==> src/hw/cpu_pkg.sv <==
package cpu_pkg;

	localparam int XLEN      = 16;
	localparam int REG_W     = 4;
	localparam int MEM_DEPTH = 256;
	localparam int MEM_AW    = $clog2(MEM_DEPTH);
	localparam int BR_OFF_W  = 9;

	typedef enum logic [3:0] {
		OP_ADD = 4'h0,
		OP_SUB = 4'h1,
		OP_XOR = 4'h2,
		OP_AND = 4'h3,
		OP_SLL = 4'h4,
		OP_SRA = 4'h5,
		OP_ROR = 4'h6,
		OP_OR  = 4'h7,
		OP_LW  = 4'h8,
		OP_SW  = 4'h9,
		OP_LHB = 4'hA,
		OP_LLB = 4'hB,
		OP_B   = 4'hC,
		OP_BR  = 4'hD,
		OP_PCS = 4'hE,
		OP_HLT = 4'hF
	} opcode_e;

	typedef enum logic [2:0] {
		CC_NE     = 3'd0,
		CC_EQ     = 3'd1,
		CC_GT     = 3'd2,
		CC_LT     = 3'd3,
		CC_GE     = 3'd4,
		CC_LE     = 3'd5,
		CC_OV     = 3'd6,
		CC_ALWAYS = 3'd7
	} ccode_e;

	// ALU ops, LW/SW (rd is the data register) and BR (rs is the target)
	typedef struct packed {
		opcode_e          op;
		logic [REG_W-1:0] rd;
		logic [REG_W-1:0] rs;
		logic [REG_W-1:0] rt;
	} rtype_t;

	typedef struct packed {
		opcode_e          op;
		logic [REG_W-1:0] rd;
		logic [7:0]       imm8;
	} lxx_t;

	typedef struct packed {
		opcode_e             op;
		ccode_e              cond;
		logic [BR_OFF_W-1:0] off;
	} brn_t;

	typedef union packed {
		rtype_t rtype;
		lxx_t   lxx;
		brn_t   brn;
	} instr_u;

	typedef struct packed {
		logic z;
		logic v;
		logic n;
	} flags_t;

	typedef struct packed {
		logic            valid;
		logic [XLEN-1:0] pc_plus2;
		instr_u          instr;
	} ifid_t;

	typedef struct packed {
		logic                valid;
		opcode_e             op;
		logic [REG_W-1:0]    rs;
		logic [REG_W-1:0]    rt;
		logic [REG_W-1:0]    rd;
		logic [XLEN-1:0]     a;
		logic [XLEN-1:0]     b;
		logic [XLEN-1:0]     imm;
		logic [XLEN-1:0]     pc_plus2;
		ccode_e              cond;
		logic [BR_OFF_W-1:0] br_off;
	} idex_t;

	// addr holds the branch target when br_taken is set
	typedef struct packed {
		logic             valid;
		opcode_e          op;
		logic [REG_W-1:0] rd;
		logic [XLEN-1:0]  addr;
		logic [XLEN-1:0]  result;
		logic [XLEN-1:0]  sdata;
		logic             halt;
		logic             br_taken;
	} exmem_t;

	typedef struct packed {
		logic             valid;
		opcode_e          op;
		logic [REG_W-1:0] rd;
		logic [XLEN-1:0]  data;
		logic             halt;
	} memwb_t;

	typedef enum logic [1:0] {
		FWD_NONE  = 2'd0,
		FWD_EXMEM = 2'd1,
		FWD_MEMWB = 2'd2
	} fwd_sel_e;

	typedef struct packed {
		logic              valid;
		logic [MEM_AW-1:0] addr;
		logic [XLEN-1:0]   data;
	} imem_load_t;

	typedef struct packed {
		logic             valid;
		logic [REG_W-1:0] rd;
		logic [XLEN-1:0]  data;
	} wb_trace_t;

	function automatic logic writes_rd(opcode_e op);
		return !op[3] || (op inside {OP_LW, OP_LHB, OP_LLB, OP_PCS});
	endfunction

endpackage
==> src/hw/branch_unit.sv <==
`timescale 1ns/10ps

module branch_unit import cpu_pkg::*; (
	input  logic                clk,
	input  logic                reset_i,
	input  logic                flag_we_i,
	input  flags_t              flags_i,
	input  opcode_e             op_i,
	input  ccode_e              cond_i,
	input  logic [BR_OFF_W-1:0] br_off_i,
	input  logic [XLEN-1:0]     pc_plus2_i,
	input  logic [XLEN-1:0]     reg_i,
	output logic                taken_o,
	output logic [XLEN-1:0]     target_o
);

	flags_t flags_q;
	logic cond_met;

	always_ff @(posedge clk) begin
		if (reset_i)
			flags_q <= '0;
		else if (flag_we_i)
			flags_q <= flags_i;
	end

	always_comb begin
		case (cond_i)
			CC_NE:   cond_met = !flags_q.z;
			CC_EQ:   cond_met = flags_q.z;
			CC_GT:   cond_met = !flags_q.z && !flags_q.n;
			CC_LT:   cond_met = flags_q.n;
			CC_GE:   cond_met = flags_q.z || !flags_q.n;
			CC_LE:   cond_met = flags_q.n || flags_q.z;
			CC_OV:   cond_met = flags_q.v;
			default: cond_met = 1'b1;
		endcase
	end

	assign taken_o  = (op_i == OP_B || op_i == OP_BR) && cond_met;
	assign target_o = (op_i == OP_BR) ? reg_i :
		pc_plus2_i + XLEN'($signed({br_off_i, 1'b0}));

endmodule

==> config.mk <==
export PLATFORM = sky130hd
export DESIGN_NAME = branch_unit
export DESIGN_NICKNAME = d
export VERILOG_FILES = /design/src/hw/cpu_pkg.sv /design/src/hw/branch_unit.sv
export SDC_FILE = /design/constraint.sdc
export NUM_CORES = 1
export LEC_CHECK = 0
export ABC_AREA = 1
export CORE_ASPECT_RATIO = 0.75
export CORE_MARGIN = 4
export CORE_UTILIZATION = 40
export DETAILED_ROUTE_END_ITERATION = 12
export DONT_BUFFER_PORTS = 1
export PLACE_DENSITY = 0.53
export SYNTH_ARGS = -nofsm -noshare
export SYNTH_HDL_FRONTEND = slang
export SYNTH_SLANG_ARGS = --single-unit
==> constraint.sdc <==
create_clock -name clk -period 3.2 [get_ports clk]
set_input_delay 0.32 -clock clk [delete_from_list [all_inputs] [get_ports clk]]
set_output_delay 0.32 -clock clk [all_outputs]
set_load 0.03 [all_outputs]
==> results of run 1 <==
-- path summary, 6_finish.rpt --
path / startpoint / to / cells after the start
max: br_off_i[0] / target_o[9] / 8
min: reset_i / flags_q[1]$_SDFFE_PP0P_ / 1
max reg2reg: flags_q[0]$_SDFFE_PP0P_ / flags_q[0]$_SDFFE_PP0P_ / 2
min reg2reg: flags_q[1]$_SDFFE_PP0P_ / flags_q[1]$_SDFFE_PP0P_ / 2
-- kinds of logic after synthesis --
family | Yosys count | synth area share
adders and majority gates | 15 | 0.1566
DFF | 3 | 0.04819
xor gates and xnor gates | 4 | 0.02812
AOI/OAI and AO/OA | 23 | 0.1064
and+or+nand+nor | 148 | 0.5020
buffers and inverters | 51 | 0.1586
-- metrics by stage --
step                hold WS [ps]  setup WS (ps)
floorplan                  389.1          964.5
finish                     173.8           1047
CTS                        173.5           1036
global placement           397.2           1054
global route               166.9          800.0
detailed placement         398.0           1035
-- worst register-to-register path, stage by stage, from the launching register on --
cell and delay (ps):
sky130_fd_sc_hd__dfxtp_1 350, sky130_fd_sc_hd__inv_1 80, sky130_fd_sc_hd__a211oi_1 250
-- layout by cell type (no fill, tap or decap), types with 2 or more instances in the layout --
| master | n |
|---|---|
| sky130_fd_sc_hd__nand2_1 | 100 |
| sky130_fd_sc_hd__inv_1 | 45 |
| sky130_fd_sc_hd__nand3_1 | 17 |
| sky130_fd_sc_hd__nor2_1 | 14 |
| sky130_fd_sc_hd__ha_1 | 14 |
| sky130_fd_sc_hd__a21oi_1 | 8 |
| sky130_fd_sc_hd__o21ai_0 | 5 |
| sky130_fd_sc_hd__nor2_2 | 4 |
| sky130_fd_sc_hd__buf_4 | 4 |
| sky130_fd_sc_hd__nand2_2 | 3 |
| sky130_fd_sc_hd__inv_2 | 3 |
| sky130_fd_sc_hd__nand4_1 | 3 |
| sky130_fd_sc_hd__nand3b_1 | 3 |
| sky130_fd_sc_hd__o21ai_1 | 3 |
| sky130_fd_sc_hd__clkbuf_8 | 3 |
| sky130_fd_sc_hd__dfxtp_1 | 3 |
| sky130_fd_sc_hd__or2_1 | 2 |
| sky130_fd_sc_hd__xor2_1 | 2 |
| sky130_fd_sc_hd__xnor2_1 | 2 |
| sky130_fd_sc_hd__o211ai_1 | 2 |
| sky130_fd_sc_hd__a211oi_1 | 2 |
-- metal layers --
layer  vias up  GRT usage  share of wire
met2        45     0.2542           0.43
met3         3    0.03220          0.079
met1       577     0.2264           0.49
met4         0    0.02368         0.0040
li1        768          -              -
met5         -          0              0
-- power breakdown --
group	internal (uW)	switching [uW]
Clock	85.0	26.0
Sequential	40.2	1.42
Combinational	86.6	198
-- layout make-up --
cell class,instances,share of cell area
Clock buffer,4,0.03333
Inverter,48,0.1333
Multi-Input combinational cell,190,0.7315
Sequential cell,3,0.04444
Tap cell,38,0.03519
Timing Repair Buffer,4,0.02222
-- cells in the mapped netlist (3+ instances only) --
cell	count
sky130_fd_sc_hd__a21oi_1	8
sky130_fd_sc_hd__dfxtp_1	3
sky130_fd_sc_hd__ha_1	14
sky130_fd_sc_hd__inv_1	45
sky130_fd_sc_hd__inv_2	3
sky130_fd_sc_hd__nand2_1	100
sky130_fd_sc_hd__nand2_2	3
sky130_fd_sc_hd__nand3_1	17
sky130_fd_sc_hd__nand3b_1	3
sky130_fd_sc_hd__nand4_1	3
sky130_fd_sc_hd__nor2_1	14
sky130_fd_sc_hd__nor2_2	4
sky130_fd_sc_hd__o21ai_0	5
sky130_fd_sc_hd__o21ai_1	3
==> impl_metrics.prom, run 1 <==
# TYPE chip_impl_metric gauge
chip_impl_metric{name="timing.final.setup_violations",unit=""} 0
chip_impl_metric{name="dp.cells",unit=""} 283
chip_impl_metric{name="route.antenna.remaining_nets",unit=""} 0
chip_impl_metric{name="p_leak",unit="uW"} 0.0008015
chip_impl_info{name="critical_path.top_delay_family",value="adder cells"} 1
chip_impl_metric{name="grt_pass1_wl",unit="um"} 5409
chip_impl_metric{name="final_net_count",unit=""} 319
chip_impl_info{name="synth_top_area_cell",value="sky130_fd_sc_hd__nand2_1"} 1
chip_impl_metric{name="dieWidth",unit="um"} 72.45
chip_impl_info{name="cts_tree",value="built"} 1
chip_impl_metric{name="fp.dieH",unit="um"} 56.34
chip_impl_metric{name="clock_path_buffers",unit=""} 2
chip_impl_info{name="startpoint_type",value="primary input"} 1
chip_impl_metric{name="floorplan.io_pins",unit=""} 71
chip_impl_info{name="clockRootBuffer",value="sky130_fd_sc_hd__clkbuf_8"} 1
chip_impl_metric{name="tritoncts.num_buffers",unit=""} 3
chip_impl_metric{name="largest_voltage_drop_on_the_vdd_net",unit="V"} 0.0002639
chip_impl_metric{name="worst_ep_arrival_time",unit="ps"} 1830
chip_impl_metric{name="drt_wl_total",unit="um"} 3253
chip_impl_metric{name="instances_no_fill",unit=""} 287
chip_impl_metric{name="grt_use_total",unit=""} 0.1601
chip_impl_metric{name="clock_tree_sinks",unit=""} 3
chip_impl_metric{name="hpwl",unit="um"} 2806
chip_impl_metric{name="setup_total_negative_slack",unit="ps"} 0
chip_impl_metric{name="synth-edff-count",unit=""} 0
chip_impl_metric{name="final_hold_viol_count",unit=""} 0
chip_impl_metric{name="routed_via_density",unit=""} 4.854
chip_impl_info{name="worst_hold_path_type",value="primary input to register"} 1
chip_impl_metric{name="clkLatencyLatePin",unit="ps"} 220
chip_impl_metric{name="drtIter0Drc",unit=""} 39
chip_impl_metric{name="synthCells",unit=""} 244
chip_impl_metric{name="ys_seq_area_frac",unit=""} 0.04819
chip_impl_metric{name="powerDensity",unit="mW/mm^2"} 323.8
chip_impl_metric{name="ys_ff_latch",unit=""} 3
chip_impl_metric{name="n_fill_cell",unit=""} 336
chip_impl_info{name="crit_path_frequent_cell",value="sky130_fd_sc_hd__nor2_1"} 1
chip_impl_info{name="top_ff_cell_synth",value="sky130_fd_sc_hd__dfxtp_1"} 1
chip_impl_metric{name="antenna_found_initial",unit=""} 0
chip_impl_info{name="grt_setup_unrepaired",value="false"} 1
chip_impl_metric{name="final_core_utilization",unit=""} 0.4570
chip_impl_metric{name="area.growth.synth_to_final",unit="%"} 8.434
chip_impl_metric{name="critPathMaxStageDelay",unit="ps"} 500
chip_impl_metric{name="worst_setup_hold_path_clk_slew",unit="ps"} 30
chip_impl_metric{name="final_design_area_no_fill",unit="mm^2"} 0.001351
chip_impl_metric{name="post_cts_sizing",unit=""} 0
chip_impl_metric{name="worst-slew-pin-transition",unit="ps"} 654.3
chip_impl_metric{name="synthesis.area_per_instance",unit="um^2"} 5.107
chip_impl_metric{name="reg2reg_setup_slack",unit="ps"} 2430
chip_impl_metric{name="cap_violations",unit=""} 0
chip_impl_metric{name="timing.critical_path.fanout_max",unit=""} 3
chip_impl_metric{name="postSynth.asyncResetShare",unit=""} 0
chip_impl_metric{name="largest_reg_flops",unit=""} 3
chip_impl_metric{name="placement.io_buffers",unit=""} 0
chip_impl_metric{name="post_cts_hold_buffer_count",unit=""} 0
chip_impl_metric{name="min_period_over_period",unit=""} 0.6729
chip_impl_info{name="endpoint_kind",value="output pin"} 1
chip_impl_metric{name="cp.required",unit="ps"} 2880
chip_impl_metric{name="synth_cell_types",unit=""} 27
chip_impl_metric{name="fmax",unit="MHz"} 464.4
chip_impl_metric{name="grt_overflow",unit=""} 0
chip_impl_metric{name="vias",unit=""} 1393
chip_impl_metric{name="area.sequential",unit="um^2"} 60.06
chip_impl_metric{name="multi_input_gate_area",unit="um^2"} 988.4
chip_impl_metric{name="placement.cell_area",unit="mm^2"} 0.001306
chip_impl_metric{name="maximum_number_of_pins_on_one_net_before_global_route_repair",unit=""} 21
chip_impl_info{name="registers.top_by_ff_count",value="flags_q"} 1
chip_impl_info{name="worstSetupPathType",value="primary input to output pin"} 1
chip_impl_metric{name="timing.final.max_slew_violations",unit=""} 0
chip_impl_metric{name="syn-num-nets",unit=""} 313
chip_impl_metric{name="power",unit="uW"} 437.5
chip_impl_metric{name="worst_slew_margin_rel",unit=""} 0.5652
chip_impl_metric{name="synthesis.yosys.warnings",unit=""} 0
chip_impl_metric{name="synthesis.area",unit="mm^2"} 0.001246
chip_impl_metric{name="synth_top_area_frac",unit=""} 0.3012
chip_impl_metric{name="global_placement_routability_congestion",unit=""} 0.7509
chip_impl_info{name="cpMaxStageDelayCell",value="sky130_fd_sc_hd__o21ai_1"} 1
chip_impl_metric{name="cts_post_setup_buffers_inserted",unit=""} 0
chip_impl_metric{name="start_util",unit=""} 0.4215
chip_impl_info{name="layout_top_registers",value="flags_q: 3 flops"} 1
chip_impl_metric{name="route.detailed.wl_per_inst",unit="um"} 11.33
chip_impl_metric{name="drive_gt1_frac",unit=""} 0.07631
chip_impl_metric{name="dr.pass1.iters",unit=""} 4
chip_impl_metric{name="finalWorstPathRequiredPeriod",unit="ps"} 2153
chip_impl_metric{name="site_rows",unit=""} 17
chip_impl_metric{name="drc",unit=""} 0
chip_impl_metric{name="core",unit="mm^2"} 0.002957
chip_impl_metric{name="fin_worst_skew",unit="ps"} 0
chip_impl_metric{name="h-tree-depth",unit=""} 1
chip_impl_info{name="synthTopCellsByArea",value="sky130_fd_sc_hd__nand2_1 30%, sky130_fd_sc_hd__ha_1 14%, sky130_fd_sc_hd__inv_1 14%, sky130_fd_sc_hd__nand3_1 6.8%, sky130_fd_sc_hd__dfxtp_1 4.8%"} 1
chip_impl_metric{name="die-area",unit="mm^2"} 0.004082
chip_impl_metric{name="antennaDiodeCount",unit=""} 0
chip_impl_info{name="outcome",value="completed"} 1
chip_impl_info{name="path_cells",value="ha_1, inv_1, fa_1, nor2_1, nor2_2, nor2_1, nor3_1, o21ai_1"} 1
chip_impl_metric{name="first_global_vias",unit=""} 1253
chip_impl_metric{name="cp_num_buf_inv",unit=""} 1
Power figures use the tool's default switching activity.
==> inputs of run 2 (changes only) <==
==> constraint.sdc (replaced) <==
create_clock -name clk -period 2.01 [get_ports clk]
set_input_delay 0.201 -clock clk [delete_from_list [all_inputs] [get_ports clk]]
set_output_delay 0.201 -clock clk [all_outputs]
set_load 0.03 [all_outputs]
==> run 2 against run 1 <==
  * Routed wire length rose by 1.5%
  * Core utilization increased by 1.3 points
  * Count of clock-buffer cells in the layout unchanged
  * Design area up 2.8%
  * Combinational power grew 64%
  * Highest routed layer is now met3
==> impl_metrics.prom, run 2 (synthesized netlist as in run 1, its figures left out) <==
# TYPE chip_impl_metric gauge
chip_impl_info{name="registers.top_by_ff_count",value="flags_q"} 1
chip_impl_metric{name="p_leak",unit="uW"} 0.0008260
chip_impl_metric{name="clock_path_buffers",unit=""} 2
chip_impl_info{name="layout_top_registers",value="flags_q: 3 flops"} 1
chip_impl_metric{name="placement.cell_area",unit="mm^2"} 0.001344
chip_impl_metric{name="grt_pass1_wl",unit="um"} 5595
chip_impl_metric{name="antennaDiodeCount",unit=""} 0
chip_impl_info{name="layout_commonest_cell",value="sky130_fd_sc_hd__nand2_1"} 1
chip_impl_metric{name="min_period_over_period",unit=""} 0.8712
chip_impl_metric{name="setup_total_negative_slack",unit="ps"} 0
chip_impl_metric{name="n_fill_cell",unit=""} 346
chip_impl_metric{name="cp.required",unit="ps"} 1810
chip_impl_metric{name="clock_tree_sinks",unit=""} 3
chip_impl_metric{name="core",unit="mm^2"} 0.002957
chip_impl_info{name="clockRootBuffer",value="sky130_fd_sc_hd__clkbuf_8"} 1
chip_impl_metric{name="timing.final.max_slew_violations",unit=""} 0
chip_impl_metric{name="cp_num_buf_inv",unit=""} 2
chip_impl_metric{name="finalWorstPathRequiredPeriod",unit="ps"} 1751
chip_impl_metric{name="grt_overflow",unit=""} 0
chip_impl_metric{name="cap_violations",unit=""} 0
chip_impl_info{name="startpoint_type",value="primary input"} 1
chip_impl_info{name="worstSetupPathType",value="primary input to output pin"} 1
chip_impl_metric{name="route.antenna.remaining_nets",unit=""} 0
chip_impl_metric{name="powerDensity",unit="mW/mm^2"} 507.7
chip_impl_metric{name="die-area",unit="mm^2"} 0.004082
chip_impl_metric{name="worst_ep_arrival_time",unit="ps"} 1550
chip_impl_info{name="cts_tree",value="built"} 1
chip_impl_metric{name="site_rows",unit=""} 17
chip_impl_metric{name="area.growth.synth_to_final",unit="%"} 11.45
chip_impl_metric{name="worst-slew-pin-transition",unit="ps"} 309.0
chip_impl_info{name="crit_path_frequent_cell",value="sky130_fd_sc_hd__nand3_1"} 1
chip_impl_metric{name="tritoncts.num_buffers",unit=""} 3
chip_impl_metric{name="grt_use_total",unit=""} 0.1664
chip_impl_metric{name="drc",unit=""} 0
chip_impl_info{name="outcome",value="completed"} 1
chip_impl_metric{name="drtIter0Drc",unit=""} 37
chip_impl_info{name="worst_hold_path_type",value="primary input to register"} 1
chip_impl_metric{name="timing.critical_path.fanout_max",unit=""} 3
chip_impl_metric{name="clkLatencyLatePin",unit="ps"} 210
chip_impl_metric{name="routed_via_density",unit=""} 4.836
chip_impl_metric{name="area.sequential",unit="um^2"} 60.06
chip_impl_metric{name="vias",unit=""} 1412
chip_impl_info{name="critical_path.top_delay_family",value="simple AND/OR/NAND/NOR gates"} 1
chip_impl_metric{name="power",unit="uW"} 705.1
chip_impl_metric{name="final_net_count",unit=""} 324
chip_impl_metric{name="fin_worst_skew",unit="ps"} 0
chip_impl_metric{name="drive_gt1_frac",unit=""} 0.09449
chip_impl_metric{name="fmax",unit="MHz"} 571.0
chip_impl_info{name="path_cells",value="ha_1, inv_1, fa_1, inv_1, nand3_1, nand3_1, nand3_1, nand4_1, nand3_1, nand2_1"} 1
chip_impl_metric{name="final_hold_viol_count",unit=""} 0
chip_impl_metric{name="dieWidth",unit="um"} 72.45
chip_impl_metric{name="drt_wl_total",unit="um"} 3301
chip_impl_metric{name="maximum_number_of_pins_on_one_net_before_global_route_repair",unit=""} 13
chip_impl_info{name="worstHoldStart",value="reset_i"} 1
chip_impl_metric{name="placement.io_buffers",unit=""} 0
chip_impl_metric{name="antenna_found_initial",unit=""} 0
chip_impl_info{name="worstReg2RegStart",value="flags_q[0]$_SDFFE_PP0P_"} 1
chip_impl_metric{name="finalHoldWorstSlack",unit="ps"} 59.16
chip_impl_metric{name="floorplan.io_pins",unit=""} 71
chip_impl_metric{name="global_placement_routability_congestion",unit=""} 0.8082
chip_impl_metric{name="dr.pass1.iters",unit=""} 4
chip_impl_metric{name="post_cts_sizing",unit=""} 0
chip_impl_metric{name="multi_input_gate_area",unit="um^2"} 988.4
chip_impl_metric{name="route.detailed.wl_per_inst",unit="um"} 11.30
chip_impl_metric{name="critPathMaxStageDelay",unit="ps"} 410
chip_impl_metric{name="ff2ff_path_depth",unit=""} 2
chip_impl_metric{name="first_global_vias",unit=""} 1319
chip_impl_metric{name="cts_post_setup_buffers_inserted",unit=""} 0
chip_impl_info{name="critical_path.startpoint",value="br_off_i[0]"} 1
chip_impl_metric{name="largest_voltage_drop_on_the_vdd_net",unit="V"} 0.0007062
chip_impl_info{name="grt_setup_unrepaired",value="false"} 1
chip_impl_metric{name="post_cts_hold_buffer_count",unit=""} 0
chip_impl_metric{name="worst_setup_hold_path_clk_slew",unit="ps"} 30
chip_impl_metric{name="worst_slew_margin_rel",unit=""} 0.7938
chip_impl_info{name="layout.cells.most_common_list",value="100 x sky130_fd_sc_hd__nand2_1, 45 x sky130_fd_sc_hd__inv_1, 17 x sky130_fd_sc_hd__nand3_1, 14 x sky130_fd_sc_hd__nor2_1, 14 x sky130_fd_sc_hd__ha_1"} 1
chip_impl_metric{name="worst-path-stages",unit=""} 10
chip_impl_info{name="cpMaxStageDelayCell",value="sky130_fd_sc_hd__fa_1"} 1
chip_impl_metric{name="min_delay_path_depth",unit=""} 1
chip_impl_metric{name="largest_reg_flops",unit=""} 3
chip_impl_metric{name="h-tree-depth",unit=""} 1
chip_impl_info{name="endpoint_kind",value="output pin"} 1
chip_impl_metric{name="fp.dieH",unit="um"} 56.34
chip_impl_metric{name="start_util",unit=""} 0.4215
chip_impl_metric{name="final_design_area_no_fill",unit="mm^2"} 0.001389
chip_impl_metric{name="hpwl",unit="um"} 2881
chip_impl_metric{name="timing.final.setup_violations",unit=""} 0
==> run 2: layout make-up <==
type,instances,area share
Multi-Input combinational cell,190,0.7117
Inverter,48,0.1297
Timing Repair Buffer,9,0.04865
Sequential cell,3,0.04324
Tap cell,38,0.03423
Clock buffer,4,0.03243
==> run 2: per-layer routing <==
metal  global-route usage  wire length [um]  up-vias
met3              0.03399               283        0
met1               0.2370              1709      592
met4             0.007895                 0        0
met2               0.2698              1308       47
li1                     -                 -      773
met5                    0                 0        -
==> run 2: final timing paths <==
check	to	slack, ps
worst max register to register	flags_q[0]$_SDFFE_PP0P_	1230
worst max-delay path	target_o[13]	260
worst min register to register	flags_q[1]$_SDFFE_PP0P_	460
worst min-delay path	flags_q[1]$_SDFFE_PP0P_	60
==> run 2: power breakdown <==
group,switching (uW),internal (uW)
clock network,37.5,135
logic,317,149
registers,2.28,64.0
==> run 2: worst reg2reg max path, delay by kind of cell (launching register included) <==
family	cells	cell delay (ps)
AOI/OAI and AO/OA	1	270
buffers and inverters	1	80
DFF	1	340
==> run 2: stage by stage <==
stage               std cells    util  worst slack (ps)
finish                    292  0.4697             258.8
floorplan                 244       -             12.47
global placement          288  0.4545             297.2
global route              292  0.4697             101.8
CTS                       292  0.4697             257.0
detailed placement        288  0.4545             257.2
